### config.mk
export PLATFORM = sky130hd
export DESIGN_NAME = pong_top
export DESIGN_NICKNAME = d
export VERILOG_FILES = /design/src/logic/display_pkg.sv /design/src/logic/pong_pkg.sv /design/src/logic/ball_motion.sv /design/src/logic/display_timings.sv /design/src/logic/paddle_ai.sv /design/src/logic/pixel_compose.sv /design/src/logic/pong_top.sv
export SDC_FILE = /design/constraint.sdc
export NUM_CORES = 1
export LEC_CHECK = 0
export BUFFER_PORTS_ARGS = -buffer_cell sky130_fd_sc_hd__buf_2
export CAP_MARGIN = 20
export CORE_MARGIN = 1.5
export CORE_UTILIZATION = 52
export CTS_CLUSTER_DIAMETER = 200
export DETAILED_ROUTE_END_ITERATION = 12
export HOLD_SLACK_MARGIN = 0.05
export PLACE_DENSITY = 0.69
export RECOVER_POWER = 100
export SYNTH_ARGS = -nofsm -noshare
export SYNTH_HDL_FRONTEND = slang
export SYNTH_SLANG_ARGS = --single-unit
### constraint.sdc
create_clock -name clk_pix -period 4.94 [get_ports clk_pix]
set_clock_uncertainty 0.15 [all_clocks]
set_input_delay 1.482 -clock clk_pix [delete_from_list [all_inputs] [get_ports clk_pix]]
set_output_delay 1.482 -clock clk_pix [all_outputs]
set_load 0.005 [all_outputs]
### src/logic/display_pkg.sv
/*
 * raster types shared by the timing generator and the drawing logic
 * sync bits are active high, coordinates are unsigned
 */

package display_pkg;

    // wide enough for 1080p totals plus margin
    localparam int CORDW = 12;

    // current raster position
    typedef struct packed {
        logic [CORDW-1:0] sx;    // horizontal, 0 at left of active area
        logic [CORDW-1:0] sy;    // vertical, 0 at top of active area
    } screen_pos_t;

    // sync and data enable, all active high
    typedef struct packed {
        logic hsync;
        logic vsync;
        logic de;                // high only inside the active area
    } sync_t;

endpackage

### src/logic/pong_pkg.sv
/*
 * game state types for the ball, the paddles and the video output
 * positions are top left corners in screen coordinates
 */

package pong_pkg;

    // motion direction on one axis
    typedef enum logic {
        DIR_FWD  = 1'b0,         // right or down
        DIR_BACK = 1'b1          // left or up
    } dir_e;

    // per-frame paddle decision
    typedef enum logic [1:0] {
        MOVE_HOLD = 2'd0,
        MOVE_UP   = 2'd1,
        MOVE_DOWN = 2'd2
    } move_e;

    typedef struct packed {
        logic [display_pkg::CORDW-1:0] x;
        logic [display_pkg::CORDW-1:0] y;
        dir_e                          dx;
        dir_e                          dy;
    } ball_t;

    typedef struct packed {
        logic [display_pkg::CORDW-1:0] p1y;    // left paddle top
        logic [display_pkg::CORDW-1:0] p2y;    // right paddle top
    } paddles_t;

    typedef struct packed {
        logic [7:0]          red;
        logic [7:0]          green;
        logic [7:0]          blue;
        display_pkg::sync_t  sync;
    } pixel_t;

endpackage

### src/logic/ball_motion.sv
/*
 * moves the ball by B_SPEED per frame on each axis, bouncing off all edges
 * H_RES and V_RES must exceed B_SIZE + 2*B_SPEED
 */

`timescale 1ns/1ps

module ball_motion #(
    parameter int H_RES   = 1280,
    parameter int V_RES   = 720,
    parameter int B_SIZE  = 16,
    parameter int B_SPEED = 2
) (
    input  logic            clk_pix,
    input  logic            arst_n,
    input  logic            frame_tick,
    output pong_pkg::ball_t ball
);

    pong_pkg::ball_t ball_nxt;

    // one axis of the bounce rule, edge checks take priority over direction
    function automatic void axis_step(
        input  logic [display_pkg::CORDW-1:0]  p,
        input  pong_pkg::dir_e                 d,
        input  int                             res,
        output logic [display_pkg::CORDW-1:0]  p_nxt,
        output pong_pkg::dir_e                 d_nxt
    );
        if (p >= res - (B_SPEED + B_SIZE)) begin    // far edge
            d_nxt = pong_pkg::DIR_BACK;
            p_nxt = p - display_pkg::CORDW'(B_SPEED);
        end else if (p < B_SPEED) begin             // near edge
            d_nxt = pong_pkg::DIR_FWD;
            p_nxt = p + display_pkg::CORDW'(B_SPEED);
        end else begin
            d_nxt = d;
            p_nxt = (d == pong_pkg::DIR_BACK) ? p - display_pkg::CORDW'(B_SPEED)
                                              : p + display_pkg::CORDW'(B_SPEED);
        end
    endfunction

    always_comb begin
        axis_step(ball.x, ball.dx, H_RES, ball_nxt.x, ball_nxt.dx);
        axis_step(ball.y, ball.dy, V_RES, ball_nxt.y, ball_nxt.dy);
    end

    always_ff @(posedge clk_pix or negedge arst_n) begin
        if (!arst_n) begin
            ball.x  <= display_pkg::CORDW'(H_RES / 2 - B_SIZE / 2);    // centred
            ball.y  <= display_pkg::CORDW'(V_RES / 2 - B_SIZE / 2);
            ball.dx <= pong_pkg::DIR_FWD;
            ball.dy <= pong_pkg::DIR_FWD;
        end else if (frame_tick) begin
            ball <= ball_nxt;
        end
    end

endmodule

### src/logic/display_timings.sv
/*
 * raster counters with active area first, then front porch, sync, back porch
 * outputs are combinational from the counters, sync is active high
 */

`timescale 1ns/1ps

module display_timings #(
    parameter int H_RES  = 1280,
    parameter int H_FP   = 110,
    parameter int H_SYNC = 40,
    parameter int H_BP   = 220,
    parameter int V_RES  = 720,
    parameter int V_FP   = 5,
    parameter int V_SYNC = 5,
    parameter int V_BP   = 20
) (
    input  logic                     clk_pix,
    input  logic                     arst_n,
    output display_pkg::screen_pos_t pos,
    output display_pkg::sync_t       sync,
    output logic                     frame_tick
);

    localparam int H_SYNC_START = H_RES + H_FP;
    localparam int H_SYNC_END   = H_SYNC_START + H_SYNC;
    localparam int H_LAST       = H_SYNC_END + H_BP - 1;    // last pixel of a line
    localparam int V_SYNC_START = V_RES + V_FP;
    localparam int V_SYNC_END   = V_SYNC_START + V_SYNC;
    localparam int V_LAST       = V_SYNC_END + V_BP - 1;    // last line of a frame

    logic [display_pkg::CORDW-1:0] sx;
    logic [display_pkg::CORDW-1:0] sy;

    always_ff @(posedge clk_pix or negedge arst_n) begin
        if (!arst_n) begin
            sx <= '0;
            sy <= '0;
        end else if (sx == H_LAST) begin
            sx <= '0;
            sy <= (sy == V_LAST) ? '0 : sy + 1'b1;    // wrap at frame end
        end else begin
            sx <= sx + 1'b1;
        end
    end

    always_comb begin
        pos.sx     = sx;
        pos.sy     = sy;
        sync.de    = (sx < H_RES) && (sy < V_RES);
        sync.hsync = (sx >= H_SYNC_START) && (sx < H_SYNC_END);
        sync.vsync = (sy >= V_SYNC_START) && (sy < V_SYNC_END);
        // one cycle at the start of vertical blanking
        frame_tick = (sy == V_RES) && (sx == 0);
    end

endmodule

### src/logic/paddle_ai.sv
/*
 * both paddles chase the ball centre by P_SP lines per frame
 * a dead band of P_SP/2 around the centre stops them from jittering
 */

`timescale 1ns/1ps

module paddle_ai #(
    parameter int V_RES  = 720,
    parameter int B_SIZE = 16,
    parameter int P_H    = 80,
    parameter int P_SP   = 2
) (
    input  logic               clk_pix,
    input  logic               arst_n,
    input  logic               frame_tick,
    input  pong_pkg::ball_t    ball,
    output pong_pkg::paddles_t paddles
);

    logic [display_pkg::CORDW-1:0] ball_cy;
    pong_pkg::move_e               p1_move;
    pong_pkg::move_e               p2_move;

    // decision for one paddle from its top edge and the ball centre
    function automatic pong_pkg::move_e decide(
        input logic [display_pkg::CORDW-1:0] py,
        input logic [display_pkg::CORDW-1:0] cy
    );
        if ((py + P_H / 2) + P_SP / 2 < cy && py < V_RES - (P_H + P_SP / 2)) begin
            return pong_pkg::MOVE_DOWN;
        end else if ((py + P_H / 2) > cy + P_SP / 2 && py > P_SP) begin
            return pong_pkg::MOVE_UP;
        end
        return pong_pkg::MOVE_HOLD;
    endfunction

    function automatic logic [display_pkg::CORDW-1:0] apply(
        input logic [display_pkg::CORDW-1:0] py,
        input pong_pkg::move_e               mv
    );
        case (mv)
            pong_pkg::MOVE_DOWN: return py + display_pkg::CORDW'(P_SP);
            pong_pkg::MOVE_UP:   return py - display_pkg::CORDW'(P_SP);
            default:             return py;
        endcase
    endfunction

    always_comb begin
        ball_cy = ball.y + display_pkg::CORDW'(B_SIZE / 2);
        p1_move = decide(paddles.p1y, ball_cy);
        p2_move = decide(paddles.p2y, ball_cy);
    end

    always_ff @(posedge clk_pix or negedge arst_n) begin
        if (!arst_n) begin
            paddles.p1y <= display_pkg::CORDW'(V_RES / 2 - P_H / 2);
            paddles.p2y <= display_pkg::CORDW'(V_RES / 2 - P_H / 2);
        end else if (frame_tick) begin    // uses the pre-update ball
            paddles.p1y <= apply(paddles.p1y, p1_move);
            paddles.p2y <= apply(paddles.p2y, p2_move);
        end
    end

endmodule

### src/logic/pixel_compose.sv
/*
 * white sprites on black, output registered one cycle after the raster
 * sync travels in the same register so colour and sync stay aligned
 */

`timescale 1ns/1ps

module pixel_compose #(
    parameter int H_RES  = 1280,
    parameter int B_SIZE = 16,
    parameter int P_H    = 80,
    parameter int P_W    = 15,
    parameter int P_OFFS = 48
) (
    input  logic                     clk_pix,
    input  logic                     arst_n,
    input  display_pkg::screen_pos_t pos,
    input  display_pkg::sync_t       sync,
    input  pong_pkg::ball_t          ball,
    input  pong_pkg::paddles_t       paddles,
    output pong_pkg::pixel_t         pix
);

    logic b_draw;
    logic p1_draw;
    logic p2_draw;
    logic paint;

    always_comb begin
        b_draw  = (pos.sx >= ball.x) && (pos.sx < ball.x + B_SIZE)
               && (pos.sy >= ball.y) && (pos.sy < ball.y + B_SIZE);
        p1_draw = (pos.sx >= P_OFFS) && (pos.sx < P_OFFS + P_W)    // left paddle
               && (pos.sy >= paddles.p1y) && (pos.sy < paddles.p1y + P_H);
        p2_draw = (pos.sx >= H_RES - P_OFFS - P_W) && (pos.sx < H_RES - P_OFFS)
               && (pos.sy >= paddles.p2y) && (pos.sy < paddles.p2y + P_H);
        paint   = sync.de && (b_draw || p1_draw || p2_draw);    // blank outside active
    end

    always_ff @(posedge clk_pix or negedge arst_n) begin
        if (!arst_n) begin
            pix <= '0;
        end else begin
            pix.red   <= paint ? 8'hFF : 8'h00;
            pix.green <= paint ? 8'hFF : 8'h00;
            pix.blue  <= paint ? 8'hFF : 8'h00;
            pix.sync  <= sync;
        end
    end

endmodule

### src/logic/pong_top.sv
/*
 * pong display core, parallel RGB plus sync on the pixel clock
 * defaults give 1280x720 timing, pix lags the raster by one cycle
 */

`timescale 1ns/1ps

module pong_top #(
    parameter int H_RES   = 1280,
    parameter int H_FP    = 110,
    parameter int H_SYNC  = 40,
    parameter int H_BP    = 220,
    parameter int V_RES   = 720,
    parameter int V_FP    = 5,
    parameter int V_SYNC  = 5,
    parameter int V_BP    = 20,
    parameter int B_SIZE  = 16,
    parameter int B_SPEED = 2,
    parameter int P_H     = 80,
    parameter int P_W     = 15,
    parameter int P_SP    = 2,
    parameter int P_OFFS  = 48
) (
    input  logic             clk_pix,
    input  logic             arst_n,
    output pong_pkg::pixel_t pix
);

    display_pkg::screen_pos_t pos;
    display_pkg::sync_t       sync;
    logic                     frame_tick;
    pong_pkg::ball_t          ball;
    pong_pkg::paddles_t       paddles;

    display_timings #(
        .H_RES(H_RES), .H_FP(H_FP), .H_SYNC(H_SYNC), .H_BP(H_BP),
        .V_RES(V_RES), .V_FP(V_FP), .V_SYNC(V_SYNC), .V_BP(V_BP)
    ) u_display_timings (
        .clk_pix, .arst_n, .pos, .sync, .frame_tick
    );

    ball_motion #(
        .H_RES(H_RES), .V_RES(V_RES), .B_SIZE(B_SIZE), .B_SPEED(B_SPEED)
    ) u_ball_motion (
        .clk_pix, .arst_n, .frame_tick, .ball
    );

    paddle_ai #(
        .V_RES(V_RES), .B_SIZE(B_SIZE), .P_H(P_H), .P_SP(P_SP)
    ) u_paddle_ai (
        .clk_pix, .arst_n, .frame_tick, .ball, .paddles
    );

    pixel_compose #(
        .H_RES(H_RES), .B_SIZE(B_SIZE), .P_H(P_H), .P_W(P_W), .P_OFFS(P_OFFS)
    ) u_pixel_compose (
        .clk_pix, .arst_n, .pos, .sync, .ball, .paddles, .pix
    );

endmodule

==> metrics.txt <==
# TYPE chip_impl_metric gauge
chip_impl_metric{name="synth.ff_latch_count",unit=""} 74
chip_impl_metric{name="worst_setup_hold_path_clk_slew",unit="ps"} 70
chip_impl_metric{name="drive_gt1_share",unit="%"} 7.83
chip_impl_metric{name="vias_per_cell",unit=""} 6.03
chip_impl_metric{name="yosys.area_share.xor_xnor",unit="%"} 10.6
chip_impl_metric{name="io_buffers",unit=""} 28
chip_impl_metric{name="yosys-mux-area-fraction",unit="%"} 0.129
chip_impl_info{name="violations",value="max-capacitance violations, max-slew violations"} 1
chip_impl_metric{name="synth-edff-count",unit=""} 0
chip_impl_metric{name="drt_first_iter_violations",unit=""} 509
chip_impl_metric{name="dieArea",unit="µm²"} 15700
chip_impl_metric{name="synth_adder_area_share",unit="%"} 20.8
chip_impl_metric{name="setup-violations-final",unit=""} 0
chip_impl_metric{name="die-height",unit="µm"} 125
chip_impl_metric{name="clock_insertion_delay_worst_skew",unit="ps"} 360
chip_impl_metric{name="row_count",unit=""} 44
chip_impl_metric{name="num_vias",unit=""} 6581
chip_impl_metric{name="globalRoute.totalOverflow",unit=""} 0
chip_impl_info{name="cp-startpoint",value="u_display_timings.sy[8]"} 1
chip_impl_metric{name="setup_tns",unit="ps"} 0
chip_impl_metric{name="design.portCount",unit=""} 29
chip_impl_info{name="synth.area.top_cells",value="sky130_fd_sc_hd__ha_1 (21%), sky130_fd_sc_hd__dfrtp_1 (20%), sky130_fd_sc_hd__xnor2_1 (9.6%)"} 1
chip_impl_info{name="criticalPathCategory",value="reg2reg"} 1
chip_impl_metric{name="post-route-min-period",unit="ps"} 4120
chip_impl_metric{name="max_stage_delay",unit="ps"} 1540
chip_impl_metric{name="final.period_utilization",unit="%"} 83.5
chip_impl_metric{name="final_net_count",unit=""} 1033
chip_impl_metric{name="ctsHtreeMaxLevel",unit=""} 3
chip_impl_metric{name="overall_routing_resource_usage",unit="%"} 26.1
chip_impl_metric{name="postCtsSetupBuffers",unit=""} 0
chip_impl_metric{name="power-per-cell-area",unit="nW/µm²"} 157
chip_impl_info{name="status",value="complete, but fails checks"} 1
chip_impl_metric{name="antenna_found_initial",unit=""} 0
chip_impl_metric{name="core",unit="µm²"} 14500
chip_impl_metric{name="postSynthCellCount",unit=""} 915
chip_impl_metric{name="hold_slack",unit="ps"} 325
chip_impl_metric{name="post_cts_resize_count",unit=""} 0
chip_impl_metric{name="place_congestion",unit=""} 0.941
chip_impl_metric{name="synth_compound_gate_area_share",unit="%"} 17.3
chip_impl_info{name="setup_repair_after_global_routing_missed_its_margin",value="no"} 1
chip_impl_info{name="critPathLaunchType",value="register"} 1
chip_impl_metric{name="antenna_violating_nets_post_route",unit=""} 0
chip_impl_info{name="timing.hold.worst.start",value="u_ball_motion.ball[0]"} 1
chip_impl_metric{name="power.ir.vdd_worst",unit="µV"} 138
chip_impl_metric{name="drc",unit=""} 0
chip_impl_metric{name="drt_wl_total",unit="mm"} 19.6
chip_impl_metric{name="syn_nets",unit=""} 1046
chip_impl_metric{name="dieWidth",unit="µm"} 125
chip_impl_metric{name="cp_data_required_time",unit="ps"} 5080
chip_impl_metric{name="seq_area_frac_synth",unit="%"} 24.0
chip_impl_metric{name="total_leakage_power",unit="nW"} 3.32
chip_impl_info{name="startpoint_of_the_worst_register_to_register_path",value="u_display_timings.sy[8]"} 1
chip_impl_info{name="worst_setup_path_end_kind",value="register"} 1
chip_impl_metric{name="grt_max_degree",unit=""} 75
chip_impl_metric{name="post_synth_instance_area",unit="µm²"} 7770
chip_impl_metric{name="synthDistinctLibCells",unit=""} 76
chip_impl_metric{name="diodes",unit=""} 0
chip_impl_metric{name="yosys_warnings",unit=""} 0
chip_impl_metric{name="worst_pin_slew",unit="ps"} 1920
chip_impl_metric{name="timing.final.max_slew_violations",unit=""} 82
chip_impl_info{name="synth_area_leader_cell",value="sky130_fd_sc_hd__ha_1"} 1
chip_impl_metric{name="fill_cells",unit=""} 1382
chip_impl_metric{name="timing.slew.headroom",unit="%"} -27.8
chip_impl_info{name="postSynth.topFlopCell",value="sky130_fd_sc_hd__dfrtp_1"} 1
chip_impl_info{name="tritoncts",value="yes"} 1
chip_impl_metric{name="syn2layout_area_growth",unit="%"} 4.06
chip_impl_info{name="cpMaxStageDelayCell",value="sky130_fd_sc_hd__nor4_1"} 1
chip_impl_metric{name="cts.hold.buffers_added",unit=""} 0
chip_impl_metric{name="wire_length_of_the_first_global_routing_pass",unit="mm"} 33.1
chip_impl_metric{name="initial_core_util",unit="%"} 53.4
chip_impl_metric{name="critical_path.max_fanout",unit=""} 14
chip_impl_metric{name="dr.pass1.iters",unit=""} 5
chip_impl_metric{name="first_global_vias",unit=""} 6472
chip_impl_metric{name="critPathArrivalTime",unit="ps"} 4260
chip_impl_info{name="cp_cell_sequence",value="nor4b_1 > nand4b_1 > nor4_1 > buf_4 > nand2_1 > o22ai_1 > xnor2_1"} 1
chip_impl_metric{name="cap_violations",unit=""} 2
chip_impl_metric{name="cts_buffer_depth",unit=""} 2
chip_impl_metric{name="asyncSetResetFlopFracSynth",unit="%"} 100
chip_impl_metric{name="timing.final.hold_violations",unit=""} 0
chip_impl_info{name="worstHoldPathType",value="reg2reg"} 1
chip_impl_metric{name="yosys.area_share.simple",unit="%"} 19.8
chip_impl_metric{name="synth_area_per_cell",unit="µm²"} 8.49
chip_impl_metric{name="cts_buffers",unit=""} 9
chip_impl_metric{name="netlist.area_leader.share",unit="%"} 20.8
chip_impl_metric{name="clock_sink_count",unit=""} 74
chip_impl_info{name="synth_top_family_by_area",value="adder cells"} 1
chip_impl_metric{name="clock.fmax",unit="GHz"} 0.242
chip_impl_metric{name="post_drt_wl_per_cell",unit="µm"} 18.0
chip_impl_info{name="cts.root.buffer_cell",value="sky130_fd_sc_hd__clkbuf_16"} 1
chip_impl_metric{name="dp_hpwl",unit="mm"} 14.6
chip_impl_metric{name="r2r_slack",unit="ps"} 820
==> placed cells by master (no fill, tap or decap), types with 7 or more instances in the layout <==
master / n
sky130_fd_sc_hd__nor2_1: 66
sky130_fd_sc_hd__a21oi_1: 44
sky130_fd_sc_hd__a31oi_1: 7
sky130_fd_sc_hd__o21ai_0: 57
sky130_fd_sc_hd__nand2b_1: 10
sky130_fd_sc_hd__xnor2_1: 85
sky130_fd_sc_hd__and4_1: 7
sky130_fd_sc_hd__buf_2: 24
sky130_fd_sc_hd__xor2_1: 9
sky130_fd_sc_hd__a21o_1: 12
sky130_fd_sc_hd__nor4_1: 14
sky130_fd_sc_hd__inv_1: 66
sky130_fd_sc_hd__dfstp_2: 10
sky130_fd_sc_hd__nor3_1: 27
sky130_fd_sc_hd__nand4_1: 27
sky130_fd_sc_hd__dfrtp_1: 62
sky130_fd_sc_hd__a41oi_1: 9
sky130_fd_sc_hd__ha_1: 129
sky130_fd_sc_hd__clkbuf_16: 9
sky130_fd_sc_hd__nand3_1: 28
sky130_fd_sc_hd__nand2_1: 67
sky130_fd_sc_hd__nor2b_1: 9
==> cell families after synthesis <==
kind of cell             Yosys count
multiplexers                       1
flip-flops                        74
AND/OR/NAND/NOR                  293
adder cells (fa/ha/maj)          129
buffers and inverters            124
AO/OA/AOI/OAI                    200
XOR/XNOR                          94
==> report_power, final <==
| group | internal [mW] | switching (mW) |
|---|---|---|
| clock | 0.367 | 0.284 |
| combinational | 0.000228 | 0.0118 |
| sequential | 0.606 | 0 |
==> final cells by class <==
| cell class | instances | area, µm² | share of cell area [%] |
|---|---|---|---|
| clock buffers | 12 | 256 | 3.17 |
| clock inverters | 4 | 26.3 | 0.325 |
| inverters | 68 | 255 | 3.16 |
| multi-input cells | 717 | 5280 | 65.3 |
| flip-flops and latches | 74 | 1870 | 23.1 |
| well taps | 184 | 230 | 2.85 |
| repair buffers | 32 | 166 | 2.06 |
==> worst max-delay path, delay by kind of cell, from the launching register on <==
kind	cells	cell delay, ps
AOI/OAI and AO/OA	1	280
xor gates and xnor gates	1	140
DFF	1	590
buffers and inverters	1	440
and+or+nand+nor	4	2460
==> cells in the mapped netlist (all sizes together) (9+ instances only) <==
master	instances
xor2	9
inv	66
a21oi	47
nand4	27
dfstp	12
dfrtp	62
a21o	12
a41oi	9
ha	129
nand2	68
clkbuf	24
nor2	66
nand2b	10
nor4	14
nand3	28
buf	32
nor3	27
xnor2	85
nor2b	9
o21ai	57
==> sequential cells by signal, indices dropped and copies added, names as in the netlist <==
name / flops
u_display_timings.sx: 12
u_paddle_ai.paddles: 22
u_display_timings.sy: 12
u_pixel_compose.pix: 4
u_ball_motion.ball: 24
==> metal layers <==
| layer | GRT usage [%] | up-vias | routed length (µm) |
|---|---|---|---|
| met5 | 0 | - | 0 |
| met4 | 8.42 | 0 | 401 |
| li1 | - | 3253 | - |
| met2 | 42.8 | 166 | 9040 |
| met3 | 4.36 | 27 | 986 |
| met1 | 35.2 | 3135 | 9170 |
==> per-stage QoR <==
stage / area [µm²] / total power, mW / std cells / utilization, % / setup slack [ps]
floorplan: 7770 / 0.617 / 915 / - / 1690
global placement: 7860 / 0.631 / 1075 / 54.1 / 1280
detailed placement: 7860 / 0.631 / 1075 / 54.1 / 1240
CTS: 8140 / 1.27 / 1091 / 56.0 / 1230
global route: 8080 / 1.30 / 1091 / 55.6 / 541
finish: 8080 / 1.27 / 1091 / 55.6 / 816
==> worst paths after layout <==
path,endpoint,cells past startpoint
worst max-delay path,u_paddle_ai.paddles[5],7
max in group asynchronous,u_ball_motion.ball[3],1
min in group asynchronous,u_ball_motion.ball[15],1
worst min-delay path,u_ball_motion.ball[0],1
worst min register to register,u_ball_motion.ball[0],1
worst max register to register,u_paddle_ai.paddles[5],7
(Power assumes the default switching activity.)
